File: src/irq_pkg.sv
`default_nettype none

package irq_pkg;

  // ----------------------------------------
  // Interrupt lines
  // ----------------------------------------

  localparam int unsigned NUM_IRQ = 32;

  // Lines 31..16, 11, 7 and 3 exist on this core
  localparam logic [NUM_IRQ-1:0] VALID_IRQ_MASK = 32'hffff_0888;

  localparam int unsigned IRQ_ID_W = 5;

  // ----------------------------------------
  // Sleep instructions
  // ----------------------------------------

  localparam logic [31:0] WFI_INSTR = 32'h1050_0073;
  localparam logic [31:0] WFE_INSTR = 32'h8c00_0073;

  // Cycles spent in the wait states before sleep may start
  localparam int unsigned SLEEP_DELAY = 2;

  // ----------------------------------------
  // CSR layout
  // ----------------------------------------

  localparam int unsigned MSTATUS_MIE_BIT = 3;
  localparam int unsigned MSTATUS_TW_BIT  = 21;

  typedef enum logic [1:0] {
    PRIV_U = 2'b00,
    PRIV_M = 2'b11
  } priv_lvl_e;

  // Wishbone word addresses
  typedef enum logic [1:0] {
    CSR_MIE     = 2'd0,
    CSR_MSTATUS = 2'd1,
    CSR_MIP     = 2'd2
  } csr_addr_e;

  typedef enum logic [1:0] {
    SLP_IDLE,
    SLP_WAIT1,
    SLP_WAIT2,
    SLP_SLEEP
  } sleep_state_e;

endpackage

`default_nettype wire

File: src/irq_ack_gen.sv
`default_nettype none

module irq_ack_gen
  import irq_pkg::*;
(
  input  logic                clk_i,
  input  logic                rst_ni,
  input  logic                win_valid_i,
  input  logic [IRQ_ID_W-1:0] win_id_i,
  input  logic [NUM_IRQ-1:0]  mip_i,
  input  logic [NUM_IRQ-1:0]  mie_i,
  input  logic                mstatus_mie_i,
  input  priv_lvl_e           priv_lvl_i,
  output logic                irq_ack_o,
  output logic [IRQ_ID_W-1:0] irq_id_o
);

  logic                allowed;
  logic                same_claim;
  logic                ack_d;
  logic                claimed_q;
  logic [IRQ_ID_W-1:0] claimed_id_q;

  // M-mode needs the global enable, U-mode takes any enabled pending line
  assign allowed = ((priv_lvl_i == PRIV_M) && mstatus_mie_i) ||
                   ((priv_lvl_i == PRIV_U) && (|(mip_i & mie_i)));

  assign same_claim = claimed_q && (claimed_id_q == win_id_i);
  assign ack_d      = win_valid_i && allowed && !same_claim && !irq_ack_o;

  always_ff @(posedge clk_i or negedge rst_ni) begin
    if (!rst_ni) begin
      irq_ack_o    <= 1'b0;
      irq_id_o     <= '0;
      claimed_q    <= 1'b0;
      claimed_id_q <= '0;
    end else begin
      irq_ack_o <= ack_d;
      if (ack_d) begin
        irq_id_o     <= win_id_i;
        claimed_q    <= 1'b1;
        claimed_id_q <= win_id_i;
      end else if (!win_valid_i || (win_id_i != claimed_id_q)) begin
        // Winner moved on so the next one may be acknowledged
        claimed_q <= 1'b0;
      end
    end
  end

  a_ack_pulse: assert property (@(posedge clk_i) disable iff (!rst_ni)
    irq_ack_o |=> !irq_ack_o);

  a_id_valid: assert property (@(posedge clk_i) disable iff (!rst_ni)
    irq_ack_o |-> VALID_IRQ_MASK[irq_id_o]);

endmodule

`default_nettype wire

File: src/irq_arbiter.sv
`default_nettype none

module irq_arbiter
  import irq_pkg::*;
(
  input  logic                clk_i,
  input  logic                rst_ni,
  input  logic [NUM_IRQ-1:0]  irq_i,
  input  logic [NUM_IRQ-1:0]  mie_i,
  output logic [NUM_IRQ-1:0]  mip_o,
  output logic                wake_irq_o,
  output logic                win_valid_o,
  output logic [IRQ_ID_W-1:0] win_id_o
);

  logic [NUM_IRQ-1:0]  pend;
  logic                next_valid;
  logic [IRQ_ID_W-1:0] next_id;

  // ----------------------------------------
  // Stage 1 samples the interrupt lines
  // ----------------------------------------

  always_ff @(posedge clk_i or negedge rst_ni) begin
    if (!rst_ni) begin
      mip_o <= '0;
    end else begin
      mip_o <= irq_i & VALID_IRQ_MASK;
    end
  end

  assign pend       = mip_o & mie_i;
  assign wake_irq_o = |pend;

  // ----------------------------------------
  // Fixed priority pick
  // ----------------------------------------

  always_comb begin
    next_valid = 1'b0;
    next_id    = '0;
    if (|pend[NUM_IRQ-1:16]) begin
      next_valid = 1'b1;
      // Ascending scan so the highest set line wins
      for (int i = 16; i < NUM_IRQ; i++) begin
        if (pend[i]) begin
          next_id = IRQ_ID_W'(i);
        end
      end
    end else if (pend[11]) begin
      next_valid = 1'b1;
      next_id    = IRQ_ID_W'(11);
    end else if (pend[3]) begin
      next_valid = 1'b1;
      next_id    = IRQ_ID_W'(3);
    end else if (pend[7]) begin
      next_valid = 1'b1;
      next_id    = IRQ_ID_W'(7);
    end
  end

  // ----------------------------------------
  // Stage 2 registers the winner
  // ----------------------------------------

  always_ff @(posedge clk_i or negedge rst_ni) begin
    if (!rst_ni) begin
      win_valid_o <= 1'b0;
      win_id_o    <= '0;
    end else begin
      win_valid_o <= next_valid;
      win_id_o    <= next_id;
    end
  end

  a_mip_valid: assert property (@(posedge clk_i) disable iff (!rst_ni)
    (mip_o & ~VALID_IRQ_MASK) == '0);

endmodule

`default_nettype wire

File: src/irq_csr_regs.sv
`default_nettype none

module irq_csr_regs
  import irq_pkg::*;
(
  input  logic                clk_i,
  input  logic                rst_ni,
  input  logic                wb_cyc_i,
  input  logic                wb_stb_i,
  input  logic                wb_we_i,
  input  logic [1:0]          wb_adr_i,
  input  logic [31:0]         wb_dat_i,
  output logic                wb_ack_o,
  output logic [31:0]         wb_dat_o,
  input  logic [NUM_IRQ-1:0]  mip_i,
  output logic [NUM_IRQ-1:0]  mie_o,
  output logic                mstatus_mie_o,
  output logic                mstatus_tw_o
);

  csr_addr_e   addr;
  logic        req;
  logic [31:0] rdata;

  assign addr = csr_addr_e'(wb_adr_i);

  // Classic cycle, one ack per request and never back to back
  assign req = wb_cyc_i && wb_stb_i && !wb_ack_o;

  // Read mux
  always_comb begin
    rdata = '0;
    case (addr)
      CSR_MIE: rdata = mie_o;
      CSR_MSTATUS: begin
        rdata[MSTATUS_MIE_BIT] = mstatus_mie_o;
        rdata[MSTATUS_TW_BIT]  = mstatus_tw_o;
      end
      CSR_MIP: rdata = mip_i;
      default: rdata = '0;
    endcase
  end

  always_ff @(posedge clk_i or negedge rst_ni) begin
    if (!rst_ni) begin
      wb_ack_o      <= 1'b0;
      wb_dat_o      <= '0;
      mie_o         <= '0;
      mstatus_mie_o <= 1'b0;
      mstatus_tw_o  <= 1'b0;
    end else begin
      wb_ack_o <= req;
      if (req) begin
        wb_dat_o <= rdata;
      end
      // mip is read only, writes to it fall through
      if (req && wb_we_i) begin
        if (addr == CSR_MIE) begin
          mie_o <= wb_dat_i & VALID_IRQ_MASK;
        end
        if (addr == CSR_MSTATUS) begin
          mstatus_mie_o <= wb_dat_i[MSTATUS_MIE_BIT];
          mstatus_tw_o  <= wb_dat_i[MSTATUS_TW_BIT];
        end
      end
    end
  end

  a_ack_single: assert property (@(posedge clk_i) disable iff (!rst_ni)
    wb_ack_o |=> !wb_ack_o);

  a_mie_valid: assert property (@(posedge clk_i) disable iff (!rst_ni)
    (mie_o & ~VALID_IRQ_MASK) == '0);

endmodule

`default_nettype wire

File: src/irq_top.sv
`default_nettype none

module irq_top
  import irq_pkg::*;
(
  input  logic                clk_i,
  input  logic                rst_ni,
  input  logic [NUM_IRQ-1:0]  irq_i,
  input  priv_lvl_e           priv_lvl_i,
  input  logic                wb_cyc_i,
  input  logic                wb_stb_i,
  input  logic                wb_we_i,
  input  logic [1:0]          wb_adr_i,
  input  logic [31:0]         wb_dat_i,
  output logic                wb_ack_o,
  output logic [31:0]         wb_dat_o,
  input  logic                wb_valid_i,
  input  logic [31:0]         wb_instr_i,
  input  logic                lsu_busy_i,
  input  logic                debug_req_i,
  input  logic                nmi_i,
  input  logic                wu_wfe_i,
  output logic                irq_ack_o,
  output logic [IRQ_ID_W-1:0] irq_id_o,
  output logic                core_sleep_o,
  output logic                wfi_retire_o,
  output logic                wfi_trap_o
);

  logic [NUM_IRQ-1:0]  mie;
  logic [NUM_IRQ-1:0]  mip;
  logic                mstatus_mie;
  logic                mstatus_tw;
  logic                wake_irq;
  logic                win_valid;
  logic [IRQ_ID_W-1:0] win_id;

  irq_csr_regs u_csr_regs (
    .clk_i, .rst_ni,
    .wb_cyc_i, .wb_stb_i, .wb_we_i, .wb_adr_i, .wb_dat_i,
    .wb_ack_o, .wb_dat_o,
    .mip_i         (mip),
    .mie_o         (mie),
    .mstatus_mie_o (mstatus_mie),
    .mstatus_tw_o  (mstatus_tw)
  );

  irq_arbiter u_arbiter (
    .clk_i, .rst_ni, .irq_i,
    .mie_i       (mie),
    .mip_o       (mip),
    .wake_irq_o  (wake_irq),
    .win_valid_o (win_valid),
    .win_id_o    (win_id)
  );

  irq_ack_gen u_ack_gen (
    .clk_i, .rst_ni,
    .win_valid_i   (win_valid),
    .win_id_i      (win_id),
    .mip_i         (mip),
    .mie_i         (mie),
    .mstatus_mie_i (mstatus_mie),
    .priv_lvl_i, .irq_ack_o, .irq_id_o
  );

  wfi_sleep_ctrl u_sleep_ctrl (
    .clk_i, .rst_ni, .wb_valid_i, .wb_instr_i, .priv_lvl_i,
    .mstatus_tw_i (mstatus_tw),
    .lsu_busy_i,
    .wake_irq_i   (wake_irq),
    .debug_req_i, .nmi_i, .wu_wfe_i,
    .core_sleep_o, .wfi_retire_o, .wfi_trap_o
  );

endmodule

`default_nettype wire

File: src/wfi_sleep_ctrl.sv
`default_nettype none

module wfi_sleep_ctrl
  import irq_pkg::*;
(
  input  logic        clk_i,
  input  logic        rst_ni,
  input  logic        wb_valid_i,
  input  logic [31:0] wb_instr_i,
  input  priv_lvl_e   priv_lvl_i,
  input  logic        mstatus_tw_i,
  input  logic        lsu_busy_i,
  input  logic        wake_irq_i,
  input  logic        debug_req_i,
  input  logic        nmi_i,
  input  logic        wu_wfe_i,
  output logic        core_sleep_o,
  output logic        wfi_retire_o,
  output logic        wfi_trap_o
);

  sleep_state_e state_q;
  sleep_state_e state_d;
  logic         is_wfi;
  logic         is_wfe;
  logic         tw_block;
  logic         accept;
  logic         trap_d;
  logic         wake;
  logic         is_wfe_q;

  // ----------------------------------------
  // Instruction decode in writeback
  // ----------------------------------------

  assign is_wfi   = wb_valid_i && (wb_instr_i == WFI_INSTR);
  assign is_wfe   = wb_valid_i && (wb_instr_i == WFE_INSTR);
  assign tw_block = (priv_lvl_i == PRIV_U) && mstatus_tw_i;

  assign accept = (state_q == SLP_IDLE) && (is_wfi || is_wfe) && !tw_block;
  assign trap_d = (state_q == SLP_IDLE) && (is_wfi || is_wfe) && tw_block;

  // The WFE wake input only counts for a held WFE
  assign wake = wake_irq_i || debug_req_i || nmi_i || (wu_wfe_i && is_wfe_q);

  // ----------------------------------------
  // Sleep FSM
  // ----------------------------------------

  always_comb begin
    state_d = state_q;
    case (state_q)
      SLP_IDLE: begin
        if (accept) begin
          state_d = SLP_WAIT1;
        end
      end
      SLP_WAIT1: begin
        state_d = wake ? SLP_IDLE : SLP_WAIT2;
      end
      SLP_WAIT2: begin
        if (wake) begin
          state_d = SLP_IDLE;
        end else if (!lsu_busy_i) begin
          state_d = SLP_SLEEP;
        end
      end
      SLP_SLEEP: begin
        if (wake) begin
          state_d = SLP_IDLE;
        end
      end
      default: state_d = SLP_IDLE;
    endcase
  end

  always_ff @(posedge clk_i or negedge rst_ni) begin
    if (!rst_ni) begin
      state_q      <= SLP_IDLE;
      is_wfe_q     <= 1'b0;
      wfi_retire_o <= 1'b0;
      wfi_trap_o   <= 1'b0;
    end else begin
      state_q      <= state_d;
      wfi_retire_o <= (state_q != SLP_IDLE) && wake;
      wfi_trap_o   <= trap_d;
      if (accept) begin
        is_wfe_q <= is_wfe;
      end
    end
  end

  assign core_sleep_o = (state_q == SLP_SLEEP);

  a_wake_exits: assert property (@(posedge clk_i) disable iff (!rst_ni)
    (core_sleep_o && (wake_irq_i || debug_req_i)) |=> !core_sleep_o);

  a_busy_blocks: assert property (@(posedge clk_i) disable iff (!rst_ni)
    $rose(core_sleep_o) |-> !$past(lsu_busy_i));

endmodule

`default_nettype wire
File: config.mk
export PLATFORM = sky130hd
export DESIGN_NAME = irq_top
export DESIGN_NICKNAME = d
export VERILOG_FILES = /design/src/irq_pkg.sv /design/src/irq_ack_gen.sv /design/src/irq_arbiter.sv /design/src/irq_csr_regs.sv /design/src/irq_top.sv /design/src/wfi_sleep_ctrl.sv
export SDC_FILE = /design/constraint.sdc
export NUM_CORES = 1
export LEC_CHECK = 0
export ABC_AREA = 1
export BUFFER_PORTS_ARGS = -buffer_cell sky130_fd_sc_hd__buf_2
export CAP_MARGIN = 20
export CORE_MARGIN = 8
export CORE_UTILIZATION = 48
export CTS_BUF_LIST = sky130_fd_sc_hd__clkbuf_8
export DETAILED_ROUTE_END_ITERATION = 10
export PLACE_DENSITY_LB_ADDON = 0.05
export SLEW_MARGIN = 25
export SYNTH_ARGS = -nofsm -noshare
export SYNTH_HDL_FRONTEND = slang
export SYNTH_HIERARCHICAL = 1
export SYNTH_SLANG_ARGS = --single-unit
File: constraint.sdc
create_clock -name clk_i -period 1.7 [get_ports clk_i]
set_input_delay 0.51 -clock clk_i [delete_from_list [all_inputs] [get_ports clk_i]]
set_output_delay 0.51 -clock clk_i [all_outputs]
set_load 0.03 [all_outputs]
==> impl_metrics.py <==
metrics = {
    "status": {
        "status": "finished clean",
    },
    "power": {
        "seqPwrFrac_pct": 45.3,
        "leakage_nw": 3.350,
        "ir_drop_uv": 458.6,
        "clockPowerShare_pct": 25.0,
        "power_density_nw_per_um2": 1048,
        "power_frac_comb_pct": 29.7,
        "p_sw_share_pct": 35.65,
        "power_switching_w": 0.002149,
        "internal_power_w": 0.003879,
    },
    "job": {
        "drv_cap": 0,
    },
    "grt": {
        "grt_pass1_vias": 4056,
        "met2_usage_pct": 30.40,
        "antenna_found_initial": 0,
        "grt_most_used_layer": "met2",
        "grt_first_pass_wirelength_mm": 19.35,
        "track_usage_pct": 18.87,
        "grt_max_degree": 38,
        "grt_overflow_total": 0,
        "use_met3_pct": 5.380,
        "grt_util_met1_pct": 23.75,
    },
    "sta": {
        "fmax_mhz": 601.0,
        "slew_viol_final": 0,
        "fin_setup_tns_ns": 0,
        "holdWs_ns": 0.02778,
        "skew_ns": 0.009019,
        "rsz0062_at_grt": "yes",
        "finalWorstSetupSlack_ns": 0.03606,
        "hold_viol": 0,
        "fin_crit_ns": 1.664,
        "setup_viol": 0,
        "period_share_pct": 97.88,
    },
    "setup_path": {
        "crit_path_max_incr_delay_ns": 0.41,
        "worstPathCellList": "nand2_2 -> nand2_2 -> nor2_2 -> inv_2 -> nor3_4 -> nand3_2 -> nor3_2 -> nand2_1 -> buf_4 -> o31ai_1",
        "timing.rr.end": "u_sleep_ctrl/state_q[1]",
        "path_class": "reg2reg",
        "r2r_start": "u_arbiter/mip_o[22]",
        "reg2reg_slack_ns": 0.04,
        "crit_top_cell": "nand2_2",
        "reg2regPathDepth": 10,
        "arrival_ns": 1.93,
        "crit_path_end_kind": "flop",
        "crit_path_top_delay_cell": "dfrtp_1",
        "crit_required_ns": 1.97,
        "cp_max_fo": 3,
        "cp-start-kind": "flop",
    },
    "synth": {
        "synth_xor_area_share_pct": 0.3781,
        "synth_cell_types": 30,
        "synth_seq_cells": 91,
        "synthSimpleGateAreaFrac_pct": 39.51,
        "synth_compound_gate_area_share_pct": 1.539,
        "synthMuxAreaShare_pct": 0,
        "synthAdderAreaFrac_pct": 0,
        "synth_area_um2": 4633,
        "ys_warn_count": 6,
        "syn_inst": 604,
        "synth_seq_area_share_pct": 49.15,
        "synth_top_family_by_area": "simple AND/OR/NAND/NOR gates",
        "syn_area_per_cell_um2": 7.671,
    },
    "cells_and_area": {
        "design_area_um2": 5751,
        "fin_util_pct": 60.22,
        "filler_cell_count": 937,
        "drive_above_1_share_pct": 28.74,
        "nets": 867,
        "area_delta_synth_final_pct": 24.12,
        "num_antenna_cells": 0,
    },
    "floorplan": {
        "row_count": 36,
        "dieHeight_um": 114.2,
        "start_util_pct": 48.52,
        "io_pins": 152,
        "core-area_um2": 9549,
        "dieArea_um2": 13050,
        "die_w_um": 114.2,
    },
    "clock_network": {
        "cts_buffers": 9,
        "cts.sinks": 91,
        "insertion_delay_ns": 0.37,
        "cts_root_buf": "clkbuf_8",
        "cts_tree": "done",
        "cts_max_path_buffers": 2,
        "clk_pin_slew_worst_paths_ns": 0.09,
        "h-tree-depth": 3,
    },
    "routing": {
        "route.detailed.drc": 0,
        "wl_mm": 11.96,
        "num_vias": 4195,
        "firstDrtPassIters": 4,
        "wl_per_cell_um": 13.36,
        "first_iter_violations": 217,
        "routed_via_density": 4.687,
        "final_antenna_net_count": 0,
    },
    "placed_design": {
        "port_buffers": 125,
        "post_dp_cell_area_um2": 5494,
        "dp_slack_ns": -0.08239,
        "dp_hpwl_mm": 9.082,
        "gp_congestion": 0.8706,
    },
    "min_path": {
        "hold_class": "in2async",
    },
}
## worst max path at each step
| stage | start | to | slack [ns] | depth (start not counted) |
|---|---|---|---|---|
| floorplan | u_csr_regs/mie_o[20] | u_sleep_ctrl/state_q[0] | 0.14 | 12 |
| global placement | u_arbiter/mip_o[24] | u_sleep_ctrl/state_q[0] | -0.01 | 13 |
| detailed placement | u_arbiter/mip_o[24] | u_sleep_ctrl/state_q[0] | -0.08 | 12 |
| CTS | u_arbiter/mip_o[27] | u_sleep_ctrl/state_q[0] | 0.02 | 13 |
| global route | u_arbiter/mip_o[22] | u_sleep_ctrl/state_q[1] | -0.06 | 10 |
| finish | u_arbiter/mip_o[22] | u_sleep_ctrl/state_q[1] | 0.04 | 10 |
## per-layer routing
metal  up-vias  routed length, um
li1       2140                  -
met1      1925               5325
met2       116               5633
met3        14                854
met4         0                146
met5         -                  0
## flip-flops by register name, summed over array words and instances (netlist names)
signal	flops
u_sleep_ctrl/state_q	2
u_csr_regs/mie_o	19
u_arbiter/win_valid_o	1
u_arbiter/win_id_o	5
u_sleep_ctrl/wfi_trap_o	1
u_arbiter/mip_o	19
u_ack_gen/irq_id_o	5
u_csr_regs/mstatus_tw_o	1
u_csr_regs/wb_dat_o	32
u_ack_gen/claimed_q	1
u_csr_regs/mstatus_mie_o	1
u_sleep_ctrl/wfi_retire_o	1
u_sleep_ctrl/is_wfe_q	1
u_ack_gen/irq_ack_o	1
u_csr_regs/wb_ack_o	1
## through the flow
step / std cells / power, W
after global routing: 895 / 0.006420
after CTS: 894 / 0.006096
after global placement: 876 / 0.004502
after floorplan: 628 / 0.003897
final: 895 / 0.006027
after detailed placement: 876 / 0.004543
## synth_stat cells (all sizes together)
cell	number	area share, %
a21oi	3	0.32
buf	40	6.4
clkbuf	5	0.41
conb	2	0.16
dfrtp	91	49
inv	30	2.4
nand2	309	26
nand3	37	4.4
nand4	27	4.1
nor2	44	4.3
nor3	3	0.68
o211ai	1	0.16
o21ai	7	0.76
o22ai	1	0.14
o31ai	1	0.16
or2	1	0.19
xor2	2	0.38
## cells by family after synthesis
kind of cell	after synthesis
AND/OR/NAND/NOR	421
flip-flops	91
XOR/XNOR	2
other	2
AO/OA/AOI/OAI	13
buffers and inverters	75
## critical path, delay by kind of cell, from the launching register on
family / cells / cell delay [ns]
flip-flops: 1 / 0.41
buffers and inverters: 2 / 0.19
AO/OA/AOI/OAI: 1 / 0.22
AND/OR/NAND/NOR: 7 / 0.74
## placed cells by master, fill, tap and decap left out, types with 2 or more instances in the layout
cell type,n
nand2_1,296
buf_2,123
dfrtp_1,91
buf_4,38
nor2_1,35
nand3_1,34
conb_1,26
nand4_1,24
inv_1,23
clkbuf_8,10
nand2_2,10
inv_2,8
nor2_4,5
nor2_2,4
o21ai_1,4
clkinvlp_4,3
nand2_4,3
o21ai_0,3
nand4_2,3
buf_12,2
xor2_1,2
a21oi_1,2
nand3_2,2
nor3_2,2
## cell type report
type,instances,area [um^2],share of cell area [%]
Timing Repair Buffer,163,940.9,16.36
Sequential cell,91,2277,39.60
Multi-Input combinational cell,462,2051,35.66
Clock buffer,10,137.6,2.393
Tap cell,133,166.4,2.894
Clock inverter,6,65.06,1.131
Inverter,30,112.6,1.958
## power groups by stage
stage	registers, W	clock network (W)	logic (W)
finish	0.00273	0.00151	0.00179
global route	0.00278	0.00164	0.00200
CTS	0.00273	0.00157	0.00179
detailed placement	0.00278	0	0.00177
global placement	0.00276	0	0.00174
floorplan	0.00306	0	0.000835
## what timing repair did
action,4_1_cts,5_1_grt
hold buffers,0,0
pin swaps,3,3
setup buffers,2,1
gates resized for setup,3,7
setup endpoints to repair,4,4
Power figures use the tool's default switching activity.
